**config.mk**
```make
export PLATFORM = sky130hd
export DESIGN_NAME = mask_rng
export DESIGN_NICKNAME = d
export VERILOG_FILES = /design/src/masked_pwm_pkg.sv /design/src/mask_rng.sv
export SDC_FILE = /design/constraint.sdc
export NUM_CORES = 1
export LEC_CHECK = 0
export BUFFER_PORTS_ARGS = -buffer_cell sky130_fd_sc_hd__buf_2
export CAP_MARGIN = 25
export CORE_MARGIN = 1
export CORE_UTILIZATION = 44
export DETAILED_ROUTE_END_ITERATION = 8
export SYNTH_ARGS = -nofsm -noshare
export SYNTH_HDL_FRONTEND = slang
export SYNTH_SLANG_ARGS = --single-unit
```
**constraint.sdc**
```tcl
create_clock -name clk -period 8.4 [get_ports clk]
set_clock_uncertainty 0.1 [all_clocks]
set_input_delay 0.84 -clock clk [delete_from_list [all_inputs] [get_ports clk]]
set_output_delay 0.84 -clock clk [all_outputs]
set_load 0.05 [all_outputs]
```
**src/masked_pwm_pkg.sv**
```systemverilog
// shared definitions for the masked pointwise multiply-accumulate engine
// modulus, share widths, pipeline latencies, Wishbone address map,
// mask generator constants, controller states and modular helpers

`default_nettype none

package masked_pwm_pkg;

    // ML-DSA prime and the width of one arithmetic share
    localparam int COEF_W = 23;
    localparam logic [COEF_W-1:0] Q = 23'd8380417;

    // one run covers eight coefficients
    localparam int N_COEF = 8;
    localparam int IDX_W = 3;

    // multiplier depth, adder depth and the accumulate path depth
    localparam int MUL_LAT = 3;
    localparam int ADD_LAT = 1;
    localparam int PWM_LAT_ACC = MUL_LAT + ADD_LAT;

    // run counter must hold N_COEF + PWM_LAT_ACC
    localparam int CNT_W = 4;

    // Wishbone word address is {bank, index}
    localparam int WB_DW = 32;
    localparam int WB_AW = 7;
    localparam int BANK_W = WB_AW - IDX_W;

    localparam logic [BANK_W-1:0] BANK_CSR = 4'd0;
    localparam logic [BANK_W-1:0] BANK_U0 = 4'd1;
    localparam logic [BANK_W-1:0] BANK_U1 = 4'd2;
    localparam logic [BANK_W-1:0] BANK_V0 = 4'd3;
    localparam logic [BANK_W-1:0] BANK_V1 = 4'd4;
    localparam logic [BANK_W-1:0] BANK_W0 = 4'd5;
    localparam logic [BANK_W-1:0] BANK_W1 = 4'd6;
    localparam logic [BANK_W-1:0] BANK_R0 = 4'd7;
    localparam logic [BANK_W-1:0] BANK_R1 = 4'd8;

    // registers inside the CSR bank and their bit positions
    localparam logic [IDX_W-1:0] CSR_CTRL = 3'd0;
    localparam logic [IDX_W-1:0] CSR_STATUS = 3'd1;
    localparam int CTRL_START = 0;
    localparam int CTRL_ACC = 1;
    localparam int STAT_BUSY = 0;
    localparam int STAT_DONE = 1;

    // Galois LFSR for the mask words, x^32 + x^22 + x^2 + x + 1
    localparam logic [31:0] RNG_SEED = 32'h1d87_a5c3;
    localparam logic [31:0] RNG_TAPS = 32'h8020_0003;

    typedef enum logic [1:0] {
        ST_IDLE,
        ST_RUN,
        ST_DONE
    } pwm_state_e;

    // one conditional subtraction brings a value below 2Q into range
    function automatic logic [COEF_W-1:0] cond_sub_q(input logic [COEF_W-1:0] x);
        return (x >= Q) ? x - Q : x;
    endfunction

    // reduces a sum of three residues, which stays below 3Q
    function automatic logic [COEF_W-1:0] reduce_3q(input logic [COEF_W+1:0] x);
        logic [COEF_W+1:0] y;
        y = x;
        if (y >= 2 * Q) begin
            y = y - 2 * Q;
        end else if (y >= Q) begin
            y = y - Q;
        end
        return y[COEF_W-1:0];
    endfunction

endpackage

`default_nettype wire

```
**src/mask_rng.sv**
```systemverilog
// mask generator for the share refresh
// a 32-bit Galois LFSR jumps 64 steps per cycle, so the two masks of a
// cycle and those of the next cycle never reuse a state bit

`timescale 1ns/1ps
`default_nettype none

module mask_rng import masked_pwm_pkg::*; (
    input wire clk,
    input wire reset,
    output logic [COEF_W-1:0] rnd0,
    output logic [COEF_W-1:0] rnd1
);

    logic [31:0] lfsr;
    logic [31:0] lfsr_mid;

    // 32 single steps unrolled into an xor network
    function automatic logic [31:0] step32(input logic [31:0] s);
        logic [31:0] x;
        x = s;
        for (int i = 0; i < 32; i++) begin
            x = x[0] ? ((x >> 1) ^ RNG_TAPS) : (x >> 1);
        end
        return x;
    endfunction

    assign lfsr_mid = step32(lfsr);

    always_ff @(posedge clk) begin
        if (reset) begin
            lfsr <= RNG_SEED;
        end else begin
            lfsr <= step32(lfsr_mid);
        end
    end

    // 23 bits land below 2Q, so one subtraction is enough
    assign rnd0 = cond_sub_q(lfsr[COEF_W-1:0]);
    assign rnd1 = cond_sub_q(lfsr_mid[COEF_W-1:0]);

endmodule

`default_nettype wire

```
Yosys cells after proc, flatten, opt, wreduce, memory -nomap -nowiden
Cells that the tools add are included.
{"block": "word_totals", "output_inout_bits": 46, "word_cells": 138, "input_bits": 2, "regBits": 32}
{"block": "classes", "reduce_logical": 1, "bitwise_logic": 65, "n_addsub": 2, "magnitude_cmp": 2, "mux": 66}
{"op": "$mux W32", "n": 63}
{"op": "$not A3 Y4", "n": 64}
{"op": "$ge A23 B23 Y1 const B", "n": 2}
{"op": "$mux W23", "n": 2}
{"op": "$sub A23 B23 Y23 const B", "n": 2}
{"op": "$mux W22", "n": 1}
{"op": "$reduce_or A2 Y1", "n": 1}
{"op": "$not A1 Y1", "n": 1}

Depth between registers and ports, before layout
Gate-level depths: netlist (run 1).
{"block": "depth", "ltp_word": 128, "ltp_mapped": 24, "mapped_depth_nobuf": 21}

Worst setup path after synthesis (run 1)
No wires, ideal clock.
{"block": "synth_timing", "path_type": "register to register", "start": "reg lfsr[0]", "end": "reg lfsr[17]", "slack_ns": 1.982, "t_required_ns": 8.183, "n_path_buf": 3, "arrival_time_ns": 6.201, "path_stages_with_launch": 24, "path_cell_list": "dfxtp_1 -> buf_6 -> inv_1 -> ha_1 -> buf_2 -> xor3_1 -> xnor2_1 -> xnor2_1 -> xnor2_1 -> xnor2_1 -> xnor2_1 -> inv_1 -> ha_1 -> clkbuf_1 -> xnor2_1 -> xnor3_1 -> xor2_1 -> xnor2_1 -> xnor3_1 -> xnor3_1 -> xnor2_1 -> xnor2_1 -> xnor2_1 -> nand2b_1"}
{"block": "synth_via", "elab_chain_cells": 93}
{"item": "start: declaration", "line": "mask_rng.sv:15", "text": "logic [31:0] lfsr;"}
{"item": "start signal: assignment", "line": "mask_rng.sv:34", "text": "lfsr <= step32(lfsr_mid);"}
{"item": "$mux W32 *", "line": "mask_rng.sv:23", "text": "x = x[0] ? ((x >> 1) ^ RNG_TAPS) : (x >> 1);"}
{"item": "$not A3 Y4 (no line) or $mux W32 (tied branches)"}
{"item": "$mux W32 * (2 in a row)", "line": "mask_rng.sv:23"}
{"item": "$not A3 Y4 (no line) or $mux W32 (tied branches)"}
{"item": "$mux W32 * (2 in a row)", "line": "mask_rng.sv:23"}
{"item": "$not A3 Y4 (no line) or $mux W32 (tied branches)"}
{"item": "$mux W32 * (2 in a row)", "line": "mask_rng.sv:23"}
{"item": "$not A3 Y4 (no line) or $mux W32 (tied branches)"}
{"item": "(+67 left out)"}
{"item": "$mux W32 * (2 in a row)", "line": "mask_rng.sv:23"}
{"item": "$not A3 Y4 (no line) or $mux W32 (tied branches)"}
{"item": "$mux W32 * (2 in a row)", "line": "mask_rng.sv:23"}
{"item": "$not A3 Y4 (no line) or $mux W32 (tied branches)"}
{"item": "$mux W32 * (2 in a row)", "line": "mask_rng.sv:23"}
{"item": "$not A3 Y4 (no line) or $mux W32 (tied branches)"}
{"item": "$mux W32 * (5 in a row)", "line": "mask_rng.sv:23"}
{"item": "$mux W22 *", "line": "mask_rng.sv:23"}
Mark *: on every way between the ends. The rest lies on a longest branch, timed or not.
A chain may end at the register's enable or synchronous reset.

Worst setup path after layout (run 1)
Ends and elaborated chain as after synthesis.

==> results of run 1 <==
## area by class of cell
| class | instances | area share |
|---|---|---|
| Inverter | 5 | 0.00372 |
| Tap cell | 136 | 0.0337 |
| Clock inverter | 3 | 0.00843 |
| Sequential cell | 32 | 0.127 |
| Multi-Input combinational cell | 404 | 0.767 |
| Timing Repair Buffer | 47 | 0.0466 |
| Clock buffer | 5 | 0.0136 |
## critical path, stage by stage (launching register included)
cell and delay, ps:
dfxtp_1 660, inv_1 150, ha_1 520, xor3_1 630
xnor2_1 550, xnor2_1 150, xnor2_1 420, xnor2_1 150
xnor2_1 340, inv_1 190, ha_1 420, xnor2_1 190
xnor3_1 340, xor2_1 220, xnor2_1 370, xnor3_1 560
xnor3_1 480, xnor2_1 420, xnor2_1 220, xnor2_1 150
nand2b_1 60
## synthesized netlist by cell type, types with 2 or more instances
library cell / number
mux2i_1: 3
a21oi_1: 4
nand3_1: 3
xor2_2: 2
dfxtp_1: 32
inv_1: 5
nand2_1: 15
xor2_1: 57
xnor2_1: 155
or2_2: 2
xor3_1: 6
o21ai_0: 3
ha_1: 3
nor3_1: 6
nor2b_1: 10
nand4b_1: 2
xnor3_2: 5
xnor2_4: 2
nand2b_1: 15
nand4_1: 5
buf_2: 7
or3_1: 2
or2_1: 2
nor2_1: 42
xnor2_2: 8
clkbuf_1: 9
buf_6: 2
nand3b_1: 2
nor4_1: 4
xnor3_1: 33
## layout by cell type (no fill, tap or decap), types with 2 or more instances in the layout
cell type    n
nand4_1      5
xnor3_2      5
buf_2       47
xnor2_2      8
dfxtp_1     32
xor3_1       6
ha_1         3
inv_1        5
xnor3_1     33
or2_1        2
or2_2        2
xor2_1      57
nor2_1      42
a21oi_1      4
nand3_1      3
xor2_2       2
nor3_1       6
nor4_1       4
o21ai_0      3
xnor2_1    155
nor2b_1     10
clkbuf_8     5
nand4b_1     2
nand2_1     15
xnor2_4      2
mux2i_1      3
nand2b_1    15
or3_1        2
nand3b_1     2
## cell families after synthesis
| logic type | synth area share |
|---|---|
| buffers and inverters | 0.0249 |
| and+or+nand+nor | 0.127 |
| adders and majority gates | 0.00812 |
| AOI/OAI and AO/OA | 0.0143 |
| muxes | 0.00893 |
| xor gates and xnor gates | 0.678 |
| DFF | 0.139 |
## path summary, 6_finish.rpt
path	to	cells after the start	slack [ps]
hold / removal	lfsr[5]	2	890
setup reg to reg	lfsr[17]	20	980
hold reg to reg	lfsr[9]	5	1250
setup / recovery	lfsr[17]	20	980
## layer usage
metal  up-vias  global-route usage
met5         -                   0
met4         0              0.0694
met3        16              0.0201
met2        83               0.370
met1      1499               0.317
li1       1540                   -
## metrics by stage
stage / cell area, µm² / hold slack, ps / worst slack, ps / utilization / std cells
6_report: 5040 / 893 / 980 / 0.491 / 632
5_1_grt: 5040 / 923 / 415 / 0.491 / 632
4_1_cts: 5040 / 893 / 1020 / 0.491 / 632
3_5_place_dp: 4930 / 1210 / 1050 / 0.480 / 624
3_3_place_gp: 4930 / 1210 / 1270 / 0.480 / 624
2_1_floorplan: 4620 / 840 / 1980 / - / 460
==> impl_metrics.json, run 1 <==
{
  "startpoint": "lfsr[0]",
  "grt_pass1_vias": 3070,
  "cts_tree": "done",
  "largest_reg_flops": 32,
  "rr_startpoint": "lfsr[0]",
  "dp_hpwl_um": 9830,
  "hp-class": "input pin to flip-flop",
  "worstPathRequired_ps": 8490,
  "top_regs": "lfsr x32",
  "hold_start": "reset",
  "die_h_um": 105,
  "core_um2": 10300,
  "synthTopCellsByArea": "xnor2_1 (29%), xnor3_1 (16%), dfxtp_1 (14%)",
  "syn-instance-count": 460,
  "worst-path-max-fanout": 11,
  "grt.total_usage": 0.227,
  "clock_sinks": 32,
  "initialDrtViolationCount": 206,
  "fill_cells": 987,
  "cts.repair.resized": 0,
  "fin_setup_tns_ps": 0,
  "netlist_area_um2": 4620,
  "top_layer": "met4",
  "drt_first_pass_iters": 4,
  "yosys.area.top_type": "xnor2_1",
  "max_slew.worst_pin.slew_ps": 799,
  "die_area_um2": 10900,
  "area_delta_synth_final_pct": 9.09,
  "ys_ff_latch": 32,
  "ys.flop_type": "dfxtp_1",
  "multi_input_area_um2": 3870,
  "fmax_mhz": 135,
  "grt_pass1_wl_um": 18600,
  "routed_wl_um": 11900,
  "fp.dieW_um": 105,
  "finalSetupViolCount": 0,
  "fin_nets": 500,
  "cts-htree-levels": 2,
  "holdBufCountCts": 0,
  "viasPerCell": 4.97,
  "cts_root_buf": "clkbuf_8",
  "start_util": 0.450,
  "crit_arrival_ps": 7510,
  "synth_enable_flop_cells": 0,
  "ant_nets": 0,
  "synth_top_area_frac": 0.294,
  "portBuffers": 47,
  "drc": 0,
  "min_period_over_period": 0.883,
  "wl_met2_um": 5560,
  "rsz0062_at_grt": "no",
  "synth_nets": 465,
  "ys_types": 44,
  "rows": 37,
  "maxCapViolCount": 0,
  "start_kind": "flip-flop",
  "wire_per_inst_um": 18.8,
  "cts_buffer_depth": 2,
  "cts_made_buffers": 5,
  "wl_met3_um": 483,
  "yosys_warnings": 0,
  "path_clk_slew_ps": 80,
  "period_minus_slack_ps": 7420,
  "post-cts-setup-buffers": 0,
  "crit_type": "flip-flop to flip-flop",
  "relSlewSlack": 0.467,
  "outcome": "finished clean",
  "async_reset_ff_frac": 0,
  "regMostFlops": "lfsr",
  "vias": 3138,
  "grt-ovfl-total": 0,
  "antennaDiodeCount": 0,
  "io_pins": 48,
  "endpoint_kind": "flip-flop",
  "grt_max_degree": 33,
  "layout-drive-gt1-share": 0.161,
  "hold_viol": 0,
  "maxSlewViolCount": 0,
  "insertion_delay_ps": 300,
  "met1_length_um": 5580,
  "register_area_um2": 641,
  "syn_area_per_cell_um2": 10.1,
  "routabilityCongestion": 0.910,
  "antenna_found_initial": 0,
  "ys_seq_area_frac": 0.139
}
Power of run 1 is left out: the tool's default activity adds up to more than one toggle a clock period on the data nets, which glitch-free logic cannot reach.
==> run 2: changes to the inputs <==
ABC_AREA = 1   (was default)
==> impl_metrics.json, run 2 <==
{
  "worst-path-max-fanout": 5,
  "synth_nets": 705,
  "top_regs": "lfsr x32",
  "grt_pass1_wl_um": 26400,
  "die_area_um2": 11300,
  "die_h_um": 106,
  "fp.dieW_um": 106,
  "holdBufCountCts": 0,
  "core_um2": 10400,
  "period_minus_slack_ps": 9050,
  "grt_max_degree": 24,
  "r2r-end": "lfsr[1]",
  "relSlewSlack": 0.482,
  "ys_seq_area_frac": 0.134,
  "routed_wl_um": 17900,
  "whs_path_depth": 2,
  "hp-class": "input pin to flip-flop",
  "cts_made_buffers": 5,
  "max_slew.worst_pin.slew_ps": 777,
  "grt-ovfl-total": 0,
  "yosys_warnings": 0,
  "grt.total_usage": 0.303,
  "worstPathRequired_ps": 8430,
  "cpMostUsedCell": "nand2_4",
  "rr_startpoint": "lfsr[1]",
  "r2r_cells": 73,
  "mostFrequentLayoutCells": "buf_4 (142), nand2_1 (96), inv_1 (80)",
  "cts_buffer_depth": 2,
  "failed_checks": "setup timing",
  "max_stage_delay_ps": 380,
  "largest_reg_flops": 32,
  "fin_ws_ps": -645,
  "synth_enable_flop_cells": 0,
  "cts_tree": "done",
  "io_pins": 48,
  "cp_top_family": "simple AND/OR/NAND/NOR gates",
  "netlist_area_um2": 4770,
  "endpoint_kind": "flip-flop",
  "synthTopCellsByArea": "dfxtp_1 (13%), nand3_1 (11%), xor2_1 (11%)",
  "crit_arrival_ps": 9080,
  "grt_pass1_vias": 5221,
  "synth_top_area_frac": 0.134,
  "ys_ff_latch": 32,
  "slowest_stage": "dfxtp_4",
  "hold_ws_ps": 798,
  "dp_hpwl_um": 13600,
  "cts_root_buf": "clkbuf_8",
  "yosys-top-cells-count": "nand2_1 (127), nand3_1 (105), inv_1 (88)",
  "holdPathEnd": "lfsr[30]",
  "maxCapViolCount": 0,
  "wire_per_inst_um": 17.4,
  "insertion_delay_ps": 280,
  "fin_nets": 897,
  "viasPerCell": 5.29,
  "layout_commonest_cell": "buf_4",
  "ant_nets": 0,
  "start_kind": "flip-flop",
  "syn_area_per_cell_um2": 6.82,
  "yosys.cell_count.top_type": "nand2_1",
  "initialDrtViolationCount": 417,
  "clock_sinks": 32,
  "routabilityCongestion": 0.927,
  "area_delta_synth_final_pct": 51.1,
  "regMostFlops": "lfsr",
  "syn-instance-count": 700,
  "yosys.area.top_type": "dfxtp_1",
  "async_reset_ff_frac": 0,
  "critical_path_buf_inv_count": 4,
  "antenna_found_initial": 0,
  "outcome": "complete, but fails checks",
  "min_period_over_period": 1.08,
  "finalSetupViolCount": 13,
  "vias": 5448,
  "drc": 0,
  "hold_viol": 0,
  "crit_type": "flip-flop to flip-flop",
  "rsz0062_at_grt": "yes",
  "fmax_mhz": 111,
  "rows": 37,
  "ys.flop_type": "dfxtp_1",
  "cts-htree-levels": 2,
  "start_util": 0.458,
  "hold_start": "reset",
  "layout-drive-gt1-share": 0.484,
  "portBuffers": 47,
  "r2r_setup_slack_ps": -650,
  "antennaDiodeCount": 0,
  "maxSlewViolCount": 0,
  "drt_first_pass_iters": 4,
  "ys_types": 39,
  "path_clk_slew_ps": 70
}
## run 2: cell count changes after synthesis, moves of 21 or more
cell,change
nand2_4,+21
nand3_1,+102
nand2_2,+49
inv_1,+83
nand2_1,+112
xnor3_1,-25
nand3_2,+41
xnor2_1,-140
## run 2: what timing repair did
item | in CTS | in global routing
setup buffers | 34 | 21
gates resized for setup | 65 | 71
setup endpoints to repair | 13 | 28
pin swaps | 52 | 27
## run 2: metrics by stage
step	utilization	instance area [µm²]	setup WS (ps)	cells	setup TNS, ps
6_report	0.692	7210	-645	1029	-5330
5_1_grt	0.692	7210	-1110	1029	-13850
4_1_cts	0.641	6680	-453	1008	-3370
3_5_place_dp	0.580	6040	-641	967	-4710
3_3_place_gp	0.580	6040	-341	967	-1880
2_1_floorplan	-	5000	-148	700	-408
## run 2: area by class of cell
class / instances / area, µm²
clock buffer: 5 / 68.8
clock inverter: 3 / 18.8
fill: 857 / 3200
inverter: 91 / 357
multi-input combinational: 567 / 4570
sequential: 32 / 646
tap: 136 / 170
timing repair buffer: 195 / 1380
## run 2: per-layer routing
metal / vias to the layer above / track usage / share of wire
met5: - / 0 / 0
met4: 0 / 0.107 / 0.033
met3: 38 / 0.0503 / 0.055
met2: 155 / 0.513 / 0.49
met1: 2592 / 0.385 / 0.42
li1: 2663 / - / -
## run 2: how the worst max path moves through the flow
stage                 start        to  slack (ps)  cells past startpoint
floorplan           lfsr[0]   lfsr[1]        -150                     76
global placement    lfsr[1]  lfsr[31]        -340                     69
detailed placement  lfsr[1]   lfsr[1]        -640                     68
CTS                 lfsr[1]  lfsr[19]        -450                     72
global route        lfsr[1]   lfsr[1]       -1110                     72
finish              lfsr[1]   lfsr[1]        -650                     73
## run 2: kinds of logic after synthesis
| kind of cell | Yosys count | synth area share |
|---|---|---|
| DFF | 32 | 0.134 |
| xor gates and xnor gates | 93 | 0.224 |
| adders and majority gates | 3 | 0.00786 |
| buffers and inverters | 101 | 0.0855 |
| and+or+nand+nor | 433 | 0.505 |
| AOI/OAI and AO/OA | 38 | 0.0435 |
Power of run 2 is left out for the same reason.
==> run 3: changes to the inputs <==
BUFFER_PORTS_ARGS = -buffer_cell sky130_fd_sc_hd__clkbuf_2   (was -buffer_cell sky130_fd_sc_hd__buf_2)
PLACE_DENSITY_LB_ADDON = 0.05   (was default)
==> impl_metrics.json, run 3 (synthesis gave the netlist of run 2 again) <==
{
  "routed_wl_um": 17900,
  "max_slew.worst_pin.slew_ps": 827,
  "path_clk_slew_ps": 70,
  "routabilityCongestion": 0.933,
  "vias": 5545,
  "fp.dieW_um": 106,
  "endpoint_kind": "flip-flop",
  "cpMostUsedCell": "nand2_4",
  "max_stage_delay_ps": 380,
  "min_period_over_period": 1.09,
  "cts_tree": "done",
  "period_minus_slack_ps": 9170,
  "antenna_found_initial": 0,
  "layout_commonest_cell": "buf_4",
  "crit_arrival_ps": 9200,
  "cts_made_buffers": 5,
  "top_regs": "lfsr x32",
  "dp_hpwl_um": 13500,
  "io_pins": 48,
  "maxSlewViolCount": 0,
  "hold_viol": 0,
  "antennaDiodeCount": 0,
  "die_area_um2": 11300,
  "finalSetupViolCount": 14,
  "grt-ovfl-total": 0,
  "insertion_delay_ps": 290,
  "largest_reg_flops": 32,
  "outcome": "complete, but fails checks",
  "cts_root_buf": "clkbuf_8",
  "fin_ws_ps": -769,
  "die_h_um": 106,
  "layout-drive-gt1-share": 0.482,
  "ant_nets": 0,
  "start_kind": "flip-flop",
  "viasPerCell": 5.37,
  "fin_nets": 901,
  "core_um2": 10400,
  "grt_max_degree": 24,
  "rsz0062_at_grt": "yes",
  "slowest_stage": "dfxtp_4",
  "hold_ws_ps": 804,
  "area_delta_synth_final_pct": 53.3,
  "worst-path-max-fanout": 5,
  "worstPathRequired_ps": 8430,
  "rows": 37,
  "wire_per_inst_um": 17.4,
  "relSlewSlack": 0.448,
  "maxCapViolCount": 0,
  "grt_pass1_wl_um": 26200,
  "regMostFlops": "lfsr",
  "crit_type": "flip-flop to flip-flop",
  "fmax_mhz": 109,
  "mostFrequentLayoutCells": "buf_4 (144), nand2_1 (95), inv_1 (80)",
  "cts_buffer_depth": 2,
  "initialDrtViolationCount": 439,
  "failed_checks": "setup timing",
  "hp-class": "input pin to flip-flop",
  "clock_sinks": 32,
  "start_util": 0.458,
  "grt.total_usage": 0.304,
  "grt_pass1_vias": 5115,
  "portBuffers": 47,
  "drc": 0,
  "drt_first_pass_iters": 5,
  "cts-htree-levels": 2
}
## run 3: worst paths after layout
path / start / endpoint / slack (ps) / depth (start not counted)
setup reg to reg: lfsr[0] / lfsr[1] / -770 / 72
hold / removal: reset / lfsr[31] / 800 / 2
setup / recovery: lfsr[0] / lfsr[1] / -770 / 72
hold reg to reg: lfsr[13] / lfsr[13] / 1130 / 6
## run 3: final cells by class
| class | count | area, µm² |
|---|---|---|
| clock buffers | 5 | 68.8 |
| clock inverters | 3 | 42.5 |
| fillers | 866 | 3100 |
| inverters | 91 | 353 |
| multi-input cells | 567 | 4620 |
| flip-flops and latches | 32 | 644 |
| well taps | 136 | 170 |
| repair buffers | 199 | 1420 |
## run 3: critical path, delay by kind of cell, from the launching register on
family,cells,cell delay (ps)
flops,1,380
xor+xnor,7,1860
fa+ha+maj,2,570
buf+inv,4,460
simple gates,59,5650
## run 3: repair_timing
| action | in CTS | in global routing |
|---|---|---|
| endpoints found under the setup margin | 10 | 48 |
| gates resized for setup | 57 | 91 |
| hold endpoints to repair | 0 | 0 |
| pin swaps | 38 | 47 |
| setup buffers | 36 | 27 |
| gates cloned | 0 | 0 |
| hold buffers | 0 | 0 |
## run 3: metal layers
| metal | global-route usage | wire length (µm) | up-vias |
|---|---|---|---|
| met5 | 0 | 0 | - |
| met1 | 0.409 | 7880 | 2645 |
| met4 | 0.0942 | 553 | 0 |
| met2 | 0.504 | 8740 | 177 |
| li1 | - | - | 2685 |
| met3 | 0.0368 | 764 | 38 |
## run 3: through the flow
stage / cell area, µm² / TNS (ps) / cells / utilization / worst slack, ps
after global routing: 7320 / -17000 / 1033 / 0.702 / -1270
after global placement: 6060 / -1060 / 969 / 0.581 / -304
after CTS: 6710 / -4120 / 1013 / 0.644 / -427
after detailed placement: 6060 / -2670 / 969 / 0.581 / -520
final: 7320 / -6730 / 1033 / 0.702 / -769
after floorplan: 5000 / -408 / 700 / - / -148
Power of run 3 is left out for the same reason.
